[src/common/resadd_pkg.sv]
`default_nettype none

package resadd_pkg;

  ////////////////////////////////////////////////////////////////////////////
  // Single precision format
  ////////////////////////////////////////////////////////////////////////////

  // Field widths of an IEEE-754 binary32 word
  localparam int EXP_W  = 8;
  localparam int MANT_W = 23;

  // Exponent bias of binary32
  localparam int EXP_BIAS = 127;

  // Leaky slope of 1/8 done as an exponent decrement
  localparam logic [EXP_W-1:0] LEAKY_SHIFT = EXP_W'(3);

  // Float word, sign on top
  typedef struct packed {
    logic              sign;
    logic [EXP_W-1:0]  exponent;
    logic [MANT_W-1:0] mantissa;
  } fp32_t;

  ////////////////////////////////////////////////////////////////////////////
  // Streams
  ////////////////////////////////////////////////////////////////////////////

  // One stream beat, strobe plus word
  typedef struct packed {
    logic  valid;
    fp32_t data;
  } beat_t;

  // Activation select, main path only
  typedef enum logic [1:0] {
    ACT_NONE  = 2'd0,
    ACT_RELU  = 2'd1,
    ACT_LEAKY = 2'd2
  } act_op_e;

endpackage

`default_nettype wire

[src/hw/skip_fifo.sv]
`timescale 1ns/1ps
`default_nettype none

module skip_fifo #(
  parameter int FIFO_DEPTH = 16
) (
  input  logic                clk,
  input  logic                reset,
  input  logic                push,
  input  resadd_pkg::fp32_t   push_data,
  input  logic                pop,
  output resadd_pkg::beat_t   pop_beat
);

  import resadd_pkg::*;

  localparam int ADDR_W = $clog2(FIFO_DEPTH);

  // Skip word storage
  fp32_t mem [FIFO_DEPTH];

  // Pointers carry one extra wrap bit
  logic [ADDR_W:0] wr_ptr;
  logic [ADDR_W:0] rd_ptr;
  logic            empty;
  logic            full;

  // Output register
  logic            pop_valid;
  fp32_t           pop_data;

  // Same wrap bit and address means empty, opposite wrap bit means full
  assign empty = (wr_ptr == rd_ptr);
  assign full  = (wr_ptr[ADDR_W] != rd_ptr[ADDR_W]) &&
                 (wr_ptr[ADDR_W-1:0] == rd_ptr[ADDR_W-1:0]);

  always_ff @(posedge clk) begin
    if (push) begin
      mem[wr_ptr[ADDR_W-1:0]] <= push_data;
    end
  end

  always_ff @(posedge clk) begin
    if (reset) begin
      wr_ptr    <= '0;
      rd_ptr    <= '0;
      pop_valid <= 1'b0;
    end else begin
      if (push) begin
        wr_ptr <= wr_ptr + 1'b1;
      end
      if (pop) begin
        rd_ptr <= rd_ptr + 1'b1;
      end
      // Valid is the pop strobe one cycle late
      pop_valid <= pop;
    end
  end

  // Popped word lands next to its valid
  always_ff @(posedge clk) begin
    if (pop) begin
      pop_data <= mem[rd_ptr[ADDR_W-1:0]];
    end
  end

  assign pop_beat.valid = pop_valid;
  assign pop_beat.data  = pop_data;

  // Main element must never run ahead of its skip partner
  a_no_pop_empty: assert property (@(posedge clk) disable iff (reset) pop |-> !empty)
    else $error("skip_fifo: pop while empty");

  // Producer keeps the occupancy within FIFO_DEPTH
  a_no_push_full: assert property (@(posedge clk) disable iff (reset) (push && full) |-> pop)
    else $error("skip_fifo: push while full");

endmodule

`default_nettype wire

[src/hw/act_stage.sv]
`timescale 1ns/1ps
`default_nettype none

module act_stage (
  input  logic                 clk,
  input  logic                 reset,
  input  resadd_pkg::act_op_e  op,
  input  resadd_pkg::beat_t    in_beat,
  output resadd_pkg::beat_t    out_beat
);

  import resadd_pkg::*;

  fp32_t in_word;
  fp32_t act_word;
  logic  out_valid;
  fp32_t out_data;

  ////////////////////////////////////////////////////////////////////////////
  // Activation function
  ////////////////////////////////////////////////////////////////////////////

  always_comb begin
    in_word  = in_beat.data;
    act_word = in_word;
    // Denormal in, signed zero out
    if (in_word.exponent == '0) begin
      act_word.mantissa = '0;
    end
    case (op)
      ACT_NONE: begin
        act_word = act_word;
      end
      ACT_RELU: begin
        // Negatives and -0 clamp to +0
        if (act_word.sign) begin
          act_word = '0;
        end
      end
      ACT_LEAKY: begin
        if (act_word.sign) begin
          // Divide by 8 on the exponent, too small drops to -0
          if (act_word.exponent <= LEAKY_SHIFT) begin
            act_word = '{sign: 1'b1, exponent: '0, mantissa: '0};
          end else begin
            act_word.exponent = act_word.exponent - LEAKY_SHIFT;
          end
        end
      end
      default: begin
        act_word = act_word;
      end
    endcase
  end

  ////////////////////////////////////////////////////////////////////////////
  // Output register, one cycle
  ////////////////////////////////////////////////////////////////////////////

  always_ff @(posedge clk) begin
    if (reset) begin
      out_valid <= 1'b0;
    end else begin
      out_valid <= in_beat.valid;
    end
  end

  always_ff @(posedge clk) begin
    if (in_beat.valid) begin
      out_data <= act_word;
    end
  end

  assign out_beat.valid = out_valid;
  assign out_beat.data  = out_data;

  // Opcode level comes from outside, unused code is illegal while data flows
  a_op_legal: assert property (@(posedge clk) disable iff (reset)
    in_beat.valid |-> op inside {ACT_NONE, ACT_RELU, ACT_LEAKY})
    else $error("act_stage: unused opcode with valid data");

endmodule

`default_nettype wire

[src/fp_add/fp_add.sv]
`timescale 1ns/1ps
`default_nettype none

module fp_add (
  input  logic               clk,
  input  logic               reset,
  input  resadd_pkg::beat_t  a_beat,
  input  resadd_pkg::beat_t  b_beat,
  output resadd_pkg::beat_t  sum_beat
);

  import resadd_pkg::*;

  // First exponent that would mean infinity
  localparam logic signed [9:0] EXP_LIMIT = 10'(2 * EXP_BIAS + 1);

  // Stage 1 logic, compare and align
  logic        in_valid;
  logic [30:0] a_mag;
  logic [30:0] b_mag;
  logic        swap;
  fp32_t       op_l;
  fp32_t       op_s;
  logic [7:0]  exp_diff;
  logic [26:0] sig_s_ext;
  logic [26:0] shifted;
  logic [26:0] lost_mask;
  logic        lost;
  logic [26:0] aligned;

  // Stage 1 registers
  logic        s1_valid;
  logic        s1_sign;
  logic        s1_sub;
  logic [7:0]  s1_exp;
  logic [26:0] s1_big;
  logic [26:0] s1_small;

  // Stage 2 registers
  logic        s2_valid;
  logic        s2_sign;
  logic        s2_sub;
  logic [7:0]  s2_exp;
  logic [27:0] s2_sum;

  // Stage 3 logic, normalize and round
  logic [4:0]        lz;
  logic [27:0]       norm;
  logic              guard;
  logic              sticky;
  logic              round_up;
  logic [24:0]       rounded;
  logic signed [9:0] exp_norm;
  fp32_t             result;

  // Stage 3 registers
  logic        s3_valid;
  fp32_t       s3_data;

  // Leading zeros of the 28 bit sum, 28 when all clear
  function automatic logic [4:0] count_lz(input logic [27:0] v);
    logic [4:0] n;
    logic       found;
    n     = 5'd0;
    found = 1'b0;
    for (int i = 27; i >= 0; i--) begin
      if (!found) begin
        if (v[i]) begin
          found = 1'b1;
        end else begin
          n = n + 5'd1;
        end
      end
    end
    return n;
  endfunction

  ////////////////////////////////////////////////////////////////////////////
  // Stage 1
  ////////////////////////////////////////////////////////////////////////////

  assign in_valid = a_beat.valid & b_beat.valid;

  always_comb begin
    // Denormals count as zero magnitude
    a_mag = (a_beat.data.exponent == '0) ? '0 :
            {a_beat.data.exponent, a_beat.data.mantissa};
    b_mag = (b_beat.data.exponent == '0) ? '0 :
            {b_beat.data.exponent, b_beat.data.mantissa};
    swap  = (b_mag > a_mag);
    op_l  = swap ? b_beat.data : a_beat.data;
    op_s  = swap ? a_beat.data : b_beat.data;
    // Hidden bit plus 3 spare bits for guard, round, sticky
    sig_s_ext = (op_s.exponent != '0) ? {1'b1, op_s.mantissa, 3'b000} : '0;
    exp_diff  = op_l.exponent - op_s.exponent;
    // Big shifts just zero out, everything lands in sticky
    shifted   = sig_s_ext >> exp_diff;
    lost_mask = ~({27{1'b1}} << exp_diff);
    lost      = |(sig_s_ext & lost_mask);
    aligned   = {shifted[26:1], shifted[0] | lost};
  end

  always_ff @(posedge clk) begin
    if (in_valid) begin
      s1_sign  <= op_l.sign;
      s1_sub   <= op_l.sign ^ op_s.sign;
      s1_exp   <= op_l.exponent;
      s1_big   <= (op_l.exponent != '0) ? {1'b1, op_l.mantissa, 3'b000} : '0;
      s1_small <= aligned;
    end
  end

  ////////////////////////////////////////////////////////////////////////////
  // Stage 2
  ////////////////////////////////////////////////////////////////////////////

  // Big operand first, so the difference never goes negative
  always_ff @(posedge clk) begin
    if (s1_valid) begin
      s2_sign <= s1_sign;
      s2_sub  <= s1_sub;
      s2_exp  <= s1_exp;
      s2_sum  <= s1_sub ? ({1'b0, s1_big} - {1'b0, s1_small}) :
                          ({1'b0, s1_big} + {1'b0, s1_small});
    end
  end

  ////////////////////////////////////////////////////////////////////////////
  // Stage 3
  ////////////////////////////////////////////////////////////////////////////

  always_comb begin
    lz   = count_lz(s2_sum);
    // Leading one moves to bit 27
    norm     = s2_sum << lz;
    guard    = norm[3];
    sticky   = |norm[2:0];
    // Nearest even, ties go to even lsb
    round_up = guard & (sticky | norm[4]);
    rounded  = {1'b0, norm[27:4]} + 25'(round_up);
    // Bit 27 sits one above the hidden bit position
    exp_norm = $signed({2'b00, s2_exp}) + 10'sd1 - $signed({5'b00000, lz}) +
               $signed({9'd0, rounded[24]});
    if (s2_sum == '0) begin
      // Exact cancellation is +0, only -0 plus -0 keeps the sign
      result = '{sign: s2_sign & ~s2_sub, exponent: '0, mantissa: '0};
    end else if (exp_norm <= 10'sd0) begin
      // Underflow flushed
      result = '{sign: s2_sign, exponent: '0, mantissa: '0};
    end else begin
      result.sign     = s2_sign;
      result.exponent = exp_norm[7:0];
      result.mantissa = rounded[24] ? rounded[23:1] : rounded[22:0];
    end
  end

  always_ff @(posedge clk) begin
    if (s2_valid) begin
      s3_data <= result;
    end
  end

  // Valid pipe
  always_ff @(posedge clk) begin
    if (reset) begin
      s1_valid <= 1'b0;
      s2_valid <= 1'b0;
      s3_valid <= 1'b0;
    end else begin
      s1_valid <= in_valid;
      s2_valid <= s1_valid;
      s3_valid <= s2_valid;
    end
  end

  assign sum_beat.valid = s3_valid;
  assign sum_beat.data  = s3_data;

  // Register path and FIFO path stay in lockstep
  a_valid_match: assert property (@(posedge clk) disable iff (reset)
    a_beat.valid == b_beat.valid)
    else $error("fp_add: operand valids differ");

  // Overflow lies outside the supported range
  a_no_overflow: assert property (@(posedge clk) disable iff (reset)
    (s2_valid && s2_sum != '0) |-> exp_norm < EXP_LIMIT)
    else $error("fp_add: exponent overflow");

endmodule

`default_nettype wire

[src/hw/residual_add.sv]
`timescale 1ns/1ps
`default_nettype none

module residual_add #(
  parameter int FIFO_DEPTH = 16
) (
  input  logic                 clk,
  input  logic                 reset,
  input  resadd_pkg::act_op_e  act_op,
  input  resadd_pkg::beat_t    main_in,
  input  resadd_pkg::beat_t    skip_in,
  output resadd_pkg::beat_t    sum_out
);

  import resadd_pkg::*;

  // Aligned operands for the adder
  beat_t skip_beat;
  beat_t act_beat;

  ////////////////////////////////////////////////////////////////////////////
  // Skip path, buffered until the main partner shows up
  ////////////////////////////////////////////////////////////////////////////

  // Main arrival pops its own skip element
  skip_fifo #(
    .FIFO_DEPTH (FIFO_DEPTH)
  ) u_skip_fifo (
    .clk       (clk),
    .reset     (reset),
    .push      (skip_in.valid),
    .push_data (skip_in.data),
    .pop       (main_in.valid),
    .pop_beat  (skip_beat)
  );

  // Main path, one register with the activation
  act_stage u_act_stage (
    .clk      (clk),
    .reset    (reset),
    .op       (act_op),
    .in_beat  (main_in),
    .out_beat (act_beat)
  );

  ////////////////////////////////////////////////////////////////////////////
  // Combine
  ////////////////////////////////////////////////////////////////////////////

  fp_add u_fp_add (
    .clk      (clk),
    .reset    (reset),
    .a_beat   (act_beat),
    .b_beat   (skip_beat),
    .sum_beat (sum_out)
  );

endmodule

`default_nettype wire

[config.mk]
export PLATFORM = sky130hd
export DESIGN_NAME = residual_add
export DESIGN_NICKNAME = d
export VERILOG_FILES = /design/src/common/resadd_pkg.sv /design/src/hw/skip_fifo.sv /design/src/hw/act_stage.sv /design/src/fp_add/fp_add.sv /design/src/hw/residual_add.sv
export SDC_FILE = /design/constraint.sdc
export NUM_CORES = 1
export LEC_CHECK = 0
export BUFFER_PORTS_ARGS = -buffer_cell sky130_fd_sc_hd__buf_2
export CORE_MARGIN = 10
export CORE_UTILIZATION = 57
export DETAILED_ROUTE_END_ITERATION = 6
export GPL_TIMING_DRIVEN = 0
export HOLD_SLACK_MARGIN = 0.08
export PLACE_DENSITY = 0.86
export SKIP_LAST_GASP = 1
export SLEW_MARGIN = 20
export SYNTH_ARGS = -nofsm -noshare
export SYNTH_HDL_FRONTEND = slang
export SYNTH_HIERARCHICAL = 1
export SYNTH_SLANG_ARGS = --single-unit
[constraint.sdc]
create_clock -name clk -period 16.7 [get_ports clk]
set_input_delay 1.67 -clock clk [delete_from_list [all_inputs] [get_ports clk]]
set_output_delay 1.67 -clock clk [all_outputs]
set_load 0.005 [all_outputs]
# After elaboration in Yosys (flattened, before gate mapping)
# Memory sizes are Yosys's and may differ from the RTL's. A register that Yosys moved wholly into a read port is not among the register bits.
# Index checks and enable logic that the tools add are counted.
# W data, S select, Z words.
[word_totals] inputBits=70 latch_bits=0 mem_count=1 output_inout_bits=33 rom_bits=0 regBits=180 ram_bits=512
[classes] n_eq_ne=2 multipliers=0 addsub=37 magnitude_cmp=3 shift=3 n_reduce_logical=9 div=0 mux=126 bitwise=8
[memory_table] name="u_skip_fifo.mem" words=16 width=32 read_ports=1 rd_ports_with_merged_regs=1 wr=1 line_no="skip_fifo.sv:20" text="fp32_t mem [FIFO_DEPTH];"
[op_table] operator="$mux W5" count=54
[op_table] operator="$add A5 B1 Y5 const B" count=28
[op_table] operator="$mux W32" count=4
[op_table] operator="$mux W31" count=4
[op_table] operator="$mux W23" count=3
[op_table] operator="$pmux W32 S2" count=1
[op_table] operator="$mux W1" count=56
[op_table] operator="$mux W27" count=2
[op_table] operator="$gt A31 B31 Y1" count=1
[op_table] operator="$add A27 B27 Y28" count=1
[op_table] operator="$logic_not A28 Y1" count=1
[op_table] operator="$mux W28" count=1
[op_table] operator="$shl A28 B5 Y28" count=1
[op_table] operator="$sub A27 B27 Y28" count=1
[op_table] operator="$and A27 B27 Y27" count=1
[op_table] operator="$not A27 Y27" count=1
[op_table] operator="$reduce_or A27 Y1" count=1
[op_table] operator="$shl A27 B8 Y27 const A" count=1
[op_table] operator="$shr A27 B8 Y27" count=1
[op_table] operator="$add A24 B1 Y25" count=1
[op_table] operator="$logic_not A8 Y1" count=3
[op_table] operator="$reduce_bool A8 Y1" count=2
[op_table] operator="$add A10 B2 Y10" count=1
[op_table] operator="$le A10 B1 Y1 const B" count=1
[op_table] operator="other kinds (15)" count=17

# Depth between registers and ports, before layout
[depth] depth_word=91 mapped_depth=98

# Hierarchy
# The synthesis kept the hierarchy.
[by_module_without_submodules] mod="skip_fifo" n_inst=1 cells_each=877 area_per_inst_um2=20596.0 seq_area_each_um2=16515.8
[by_module_without_submodules] mod="fp_add" n_inst=1 cells_each=1953 area_per_inst_um2=15763.9 seq_area_each_um2=3993.8
[by_module_without_submodules] mod="act_stage" n_inst=1 cells_each=115 area_per_inst_um2=1547.7 seq_area_each_um2=980.9

# Worst setup path after synthesis
# No wires, ideal clock.
[synth_timing] path_type="reg-to-reg" startpoint="register u_fp_add.s2_sum[27]" endpoint="register u_fp_add.s3_data (netlist bit u_fp_add/sum_beat[14]), data pin" required_ns=16.531 period_less_slack_ns=17.490 arrival_ns=17.320 setup_ns=0.169 path_stages_with_launch=96 setup_slack_ns=-0.790 cell_sequence="edfxtp_1 -> buf_2 -> or2_2 -> inv_1 -> ha_1 -> nor3_1 -> nor2_1 -> ha_1 -> nor2b_1 -> o21ai_0 -> nand2_1 -> nand2_1 -> ha_1 -> inv_1 -> nor2_1 -> nand3_1 -> a31o_2 -> ha_1 -> (+60 left out) -> and3_1 -> nand2_1 -> nor2_1 -> nand3_1 -> fa_1 -> inv_1 -> ha_1 -> fa_1 -> a21oi_1 -> nor2_1 -> nor2_1 -> o21bai_1 -> a21oi_1 -> nand2b_1 -> a21o_1 -> a41oi_1 -> o211ai_2 -> o31ai_1"
[synth_via] elab_chain_cells=90 elab_cells_between_ends=120 cone_classes="add/sub (30); order compare (1); shift (1); mux (83); bitwise (2); reduce/logical (3)"
[synth_rtl] element="start, declared" line_no="fp_add.sv:44" text="logic [27:0] s2_sum;"
[synth_rtl] element="start signal, assigned" line_no="fp_add.sv:123" text="s2_sum <= s1_sub ? ({1'b0, s1_big} - {1'b0, s1_small}) :"
[synth_rtl] element="$mux W1" line_no="fp_add.sv:68" text="if (v[i]) begin"
[synth_rtl] element="$add A1 B1 Y2" line_no="fp_add.sv:71" text="n = n + 5'd1;"
[synth_rtl] element="$mux W5" line_no="fp_add.sv:68"
[synth_rtl] element="$mux W5" line_no="fp_add.sv:67" text="if (!found) begin"
[synth_rtl] element="$add A5 B1 Y5" line_no="fp_add.sv:71"
[synth_rtl] element="$mux W5" line_no="fp_add.sv:68"
[synth_rtl] element="$mux W5" line_no="fp_add.sv:67"
[synth_rtl] element="$add A5 B1 Y5" line_no="fp_add.sv:71"
[synth_rtl] element="(+74 left out)"
[synth_rtl] element="$shl A28 B5 Y28" line_no="fp_add.sv:135" text="norm = s2_sum << lz;"
[synth_rtl] element="$reduce_or A3 Y1" line_no="fp_add.sv:137" text="sticky = |norm[2:0];"
[synth_rtl] element="$or A1 B1 Y1" line_no="fp_add.sv:139" text="round_up = guard & (sticky | norm[4]);"
[synth_rtl] element="$and A1 B1 Y1" line_no="fp_add.sv:139"
[synth_rtl] element="$add A24 B1 Y25" line_no="fp_add.sv:140" text="rounded = {1'b0, norm[27:4]} + 25'(round_up);"
[synth_rtl] element="$add A10 B2 Y10" line_no="fp_add.sv:142" text="exp_norm = $signed({2'b00, s2_exp}) + 10'sd1 - $signed({5'b00000, lz}) +"
[synth_rtl] element="$le A10 B1 Y1" line_no="fp_add.sv:147" text="end else if (exp_norm <= 10'sd0) begin"
[synth_rtl] element="$reduce_or A2 Y1 (no line)"
[synth_rtl] element="end signal, assigned" line_no="fp_add.sv:159" text="s3_data <= result;"
[synth_rtl] element="end, declared" line_no="fp_add.sv:58" text="fp32_t s3_data;"
# Several ways; a longest one is shown, not always the timed one.
# A chain may end at the register's enable or synchronous reset.

# Worst setup path in the final report
[layout_timing] startpoint="register u_fp_add.s2_sum[26]" endpoint="register u_fp_add.s3_data (netlist bit u_fp_add/sum_beat[18]), data pin"
[layout_via] elab_chain_cells=88 elab_cells_between_ends=118 cone_classes="add/sub (29); order compare (1); shift (1); mux (82); bitwise (2); reduce/logical (3)"
[layout_rtl] element="$mux W5" line_no="fp_add.sv:68"
[layout_rtl] element="$mux W5" line_no="fp_add.sv:67"
[layout_rtl] element="$add A5 B1 Y5" line_no="fp_add.sv:71"
[layout_rtl] element="$mux W5" line_no="fp_add.sv:68"
[layout_rtl] element="$mux W5" line_no="fp_add.sv:67"
[layout_rtl] element="$add A5 B1 Y5" line_no="fp_add.sv:71"
[layout_rtl] element="$mux W5" line_no="fp_add.sv:68"
[layout_rtl] element="$mux W5" line_no="fp_add.sv:67"
[layout_rtl] element="(+72 left out)"
[layout_rtl] element="$shl A28 B5 Y28" line_no="fp_add.sv:135"
[layout_rtl] element="$reduce_or A3 Y1" line_no="fp_add.sv:137"
[layout_rtl] element="$or A1 B1 Y1" line_no="fp_add.sv:139"
[layout_rtl] element="$and A1 B1 Y1" line_no="fp_add.sv:139"
[layout_rtl] element="$add A24 B1 Y25" line_no="fp_add.sv:140"
[layout_rtl] element="$add A10 B2 Y10" line_no="fp_add.sv:142"
[layout_rtl] element="$le A10 B1 Y1" line_no="fp_add.sv:147"
[layout_rtl] element="$reduce_or A2 Y1 (no line)"
# Several ways; a longest one is shown, not always the timed one.

==> out/summary.txt <==
run status -> complete, but fails checks
violated checks -> DRC
combinational power share -> 19.3%
final design utilization -> 66.8%
Cell variety after synth -> 103
Mapped Area -> 37900 um^2
H-tree Lvls -> 3
Internal -> 3.30 mW
worst slew pin tran -> 1050 ps
WP buf/inv -> 10
cts hold-fix bufs -> 0
area leader, netlist -> edfxtp_1
Max Buffers Root-to-Sink -> 3
# setup viols final -> 0
Worst Hold Class -> reg -> reg
LEAKAGE -> 15.4 nW
gpl congestion -> 1.02
unrepaired setup endpoints after global routing -> true
CTS sink cnt -> 720
largest cells by area after synthesis -> edfxtp_1 (56%), mux4_2 (7.7%), mux2i_1 (3.9%)
NetSw -> 1.37 mW
Via density -> 6.87
Data arrival, critical path -> 16890 ps
worst hold margin -> 418 ps
Core ar. -> 65900 um^2
dpl cell area -> 40000 um^2
FFs w/ async S/R, synth -> 0%
Worst Setup End Kind -> flop
drt first pass iters -> 7
EDFF count, synth -> 707
clock power share -> 36.1%
Fmax -> 60.4 MHz
Rows -> 94
fin area -> 44000 um^2
HPWL after detailed placement -> 77000 um
DRC violations left -> 1
Setup Skew -> 49.7 ps
Worst Path Max Fanout -> 19
ys flop type -> edfxtp_1
most frequent cells after synthesis -> edfxtp_1 (707), nor2_1 (259), nand2_1 (248)
share of cells above drive strength 1 -> 21.4%
IO Port Bufs -> 101
Final Hold Vio Count -> 0
Nets -> 3396
most frequent cell after synthesis -> edfxtp_1
Seq/Total Area, Yosys -> 56.7%
Die X-Extent -> 278 um
flops & latches, synth -> 720
Crit Path Category -> reg -> reg
sequential power share -> 44.6%
CTS buffer count -> 72
MaxCap Viol Count -> 0
Avg Cell Area, Syn -> 12.9 um^2
post-layout min period -> 16560 ps
die area -> 77200 um^2
via count -> 28500
Overflow after GRT -> 0
Max transition margin -> 30.0%
Layout area overhead -> 16.0%
largest net degree at the start of global routing -> 63
CP max-delay cell -> edfxtp_1
initial DRC count -> 3606
Crit path largest cell delay -> 500 ps
fillcell total -> 4276
YS warnings -> 6
Routed WL -> 119000 um
Die Y -> 278 um
Slew Viols, Final -> 0
Synth top area share -> 56.0%
initial antenna violation count -> 2
clock latency on the worst-skew pair -> 660 ps
post-route antenna net violation count -> 0
vias in the first global route -> 27900
Worst Path Required -> 17040 ps
crit path launch type -> flop
delay-heaviest family, CP -> compound AO/OA/AOI/OAI gates
GRT Total Usage -> 29.8%
TritonCTS clock tree -> done
first-pass GRT wire length -> 176000 um
clock root cell -> clkbuf_16
Starting Density -> 57.6%
peak supply drop -> 0.146 mV
cells after synthesis -> 2945
CTS clk-pin slew, worst paths -> 60 ps
period utilisation layout -> 99.1%
Ports -> 103
Synthesized Nets -> 3121
P per Cell Area -> 106 nW/um^2
switching part of the total power -> 29.3%
final worst slack -> 145 ps
post-DR wirelength/cell -> 28.7 um
Setup Slack @ Placement -> -2760 ps
==> power by group through the flow <==
| stage | registers, mW | clock network, mW | logic (mW) |
|---|---|---|---|
| 3_3_place_gp | 2.12 | 0 | 0.810 |
| 3_5_place_dp | 2.12 | 0 | 0.831 |
| 4_1_cts | 2.08 | 1.70 | 0.857 |
| 2_1_floorplan | 2.10 | 0 | 0.577 |
| 5_1_grt | 2.09 | 1.76 | 0.948 |
| 6_report | 2.08 | 1.68 | 0.900 |
==> routing by layer <==
| layer | global-route usage (%) | vias to the layer above | part of all wire [%] |
|---|---|---|---|
| li1 | - | 11800 | - |
| met1 | 33.2 | 13700 | 33 |
| met2 | 51.9 | 2358 | 50 |
| met3 | 6.17 | 615 | 10 |
| met4 | 17.7 | 0 | 7.4 |
| met5 | 0 | - | 0 |
==> what timing repair did <==
action                                  in CTS  in global routing
setup buffers                               37                 44
pin swaps                                   37                 79
cloned                                       1                  3
endpoints found under the hold margin        0                  0
gates resized for setup                    104                 91
endpoints found under the setup margin      31                 31
==> final timing paths <==
check                            from                    end  slack, ps  depth (start not counted)
setup / recovery  u_fp_add/s2_sum[26]  u_fp_add/sum_beat[18]        140                         92
hold / removal     u_fp_add/s1_exp[4]     u_fp_add/s2_exp[4]        420                          0
setup reg to reg  u_fp_add/s2_sum[26]  u_fp_add/sum_beat[18]        140                         92
hold reg to reg    u_fp_add/s1_exp[4]     u_fp_add/s2_exp[4]        420                          0
==> state kept, by name, indices dropped and copies added, names as in the netlist <==
signal,cells
u_act_stage/out_beat,32
u_skip_fifo/wr_ptr,4
u_fp_add/s1_sub,1
u_fp_add/s1_big,24
u_act_stage/out_valid,1
u_fp_add/s3_valid,1
u_skip_fifo/mem,512
u_fp_add/s1_small,27
u_skip_fifo/rd_ptr,4
u_fp_add/s1_valid,1
u_fp_add/s2_sub,1
u_fp_add/s2_sign,1
u_skip_fifo/pop_valid,1
u_fp_add/s1_sign,1
u_fp_add/sum_beat,32
u_fp_add/s2_exp,8
u_fp_add/s1_exp,8
u_fp_add/s2_sum,28
u_fp_add/s2_valid,1
u_skip_fifo/pop_beat,32
==> worst register-to-register path: cells and delay by family (launching register included) <==
kind,cells,cell delay [ps]
XOR/XNOR,5,1050
adder cells (fa/ha/maj),16,4390
buffers and inverters,10,1270
flip-flops,1,500
AO/OA/AOI/OAI,30,4910
AND/OR/NAND/NOR,29,3650
multiplexers,2,490
==> per-stage QoR <==
stage / TNS [ps] / power [mW] / std cells
2_1_floorplan: 0 / 2.68 / 2945
3_3_place_gp: -79160 / 2.93 / 3910
3_5_place_dp: -81690 / 2.95 / 3928
4_1_cts: 0 / 4.63 / 4096
5_1_grt: -17630 / 4.79 / 4143
6_report: 0 / 4.67 / 4146
==> kinds of logic (layout without fill, tap and decap cells) <==
group,after synthesis,in the layout,synth area share (%)
AOI/OAI and AO/OA,527,529,9.17
DFF,720,720,56.7
muxes,300,300,12.3
and+or+nand+nor,911,912,12.0
adders and majority gates,114,114,3.75
other,0,4,0
buffers and inverters,237,567,2.72
xor gates and xnor gates,136,136,3.36
==> cell usage in the layout, fill, tap and decap left out, types with 23 or more instances in the layout <==
cell / n
a21oi_1: 114
clkbuf_16: 75
o21ai_0: 89
nor2_1: 244
buf_2: 110
xor2_1: 35
nand3_1: 49
clkbuf_1: 108
a31oi_1: 36
mux4_2: 130
nand2b_1: 33
and2_1: 47
a211oi_1: 23
inv_1: 71
and2_4: 26
ha_1: 93
buf_4: 91
xnor2_1: 87
nor3_1: 44
edfxtp_1: 707
nor2b_1: 35
nand2_1: 241
mux2i_1: 138
a22oi_1: 70
==> cell type report <==
type	count	area [um^2]	share of cell area, %
clock inverter	48	587	1.33
multi-input combinational	1991	16200	36.8
clock buffer	84	1870	4.25
buffer	158	886	2.01
sequential	720	21500	48.9
tap	864	1080	2.46
inverter	76	289	0.657
antenna	4	10.0	0.0228
timing repair buffer	201	1570	3.56
Power figures use the tool's default switching activity.
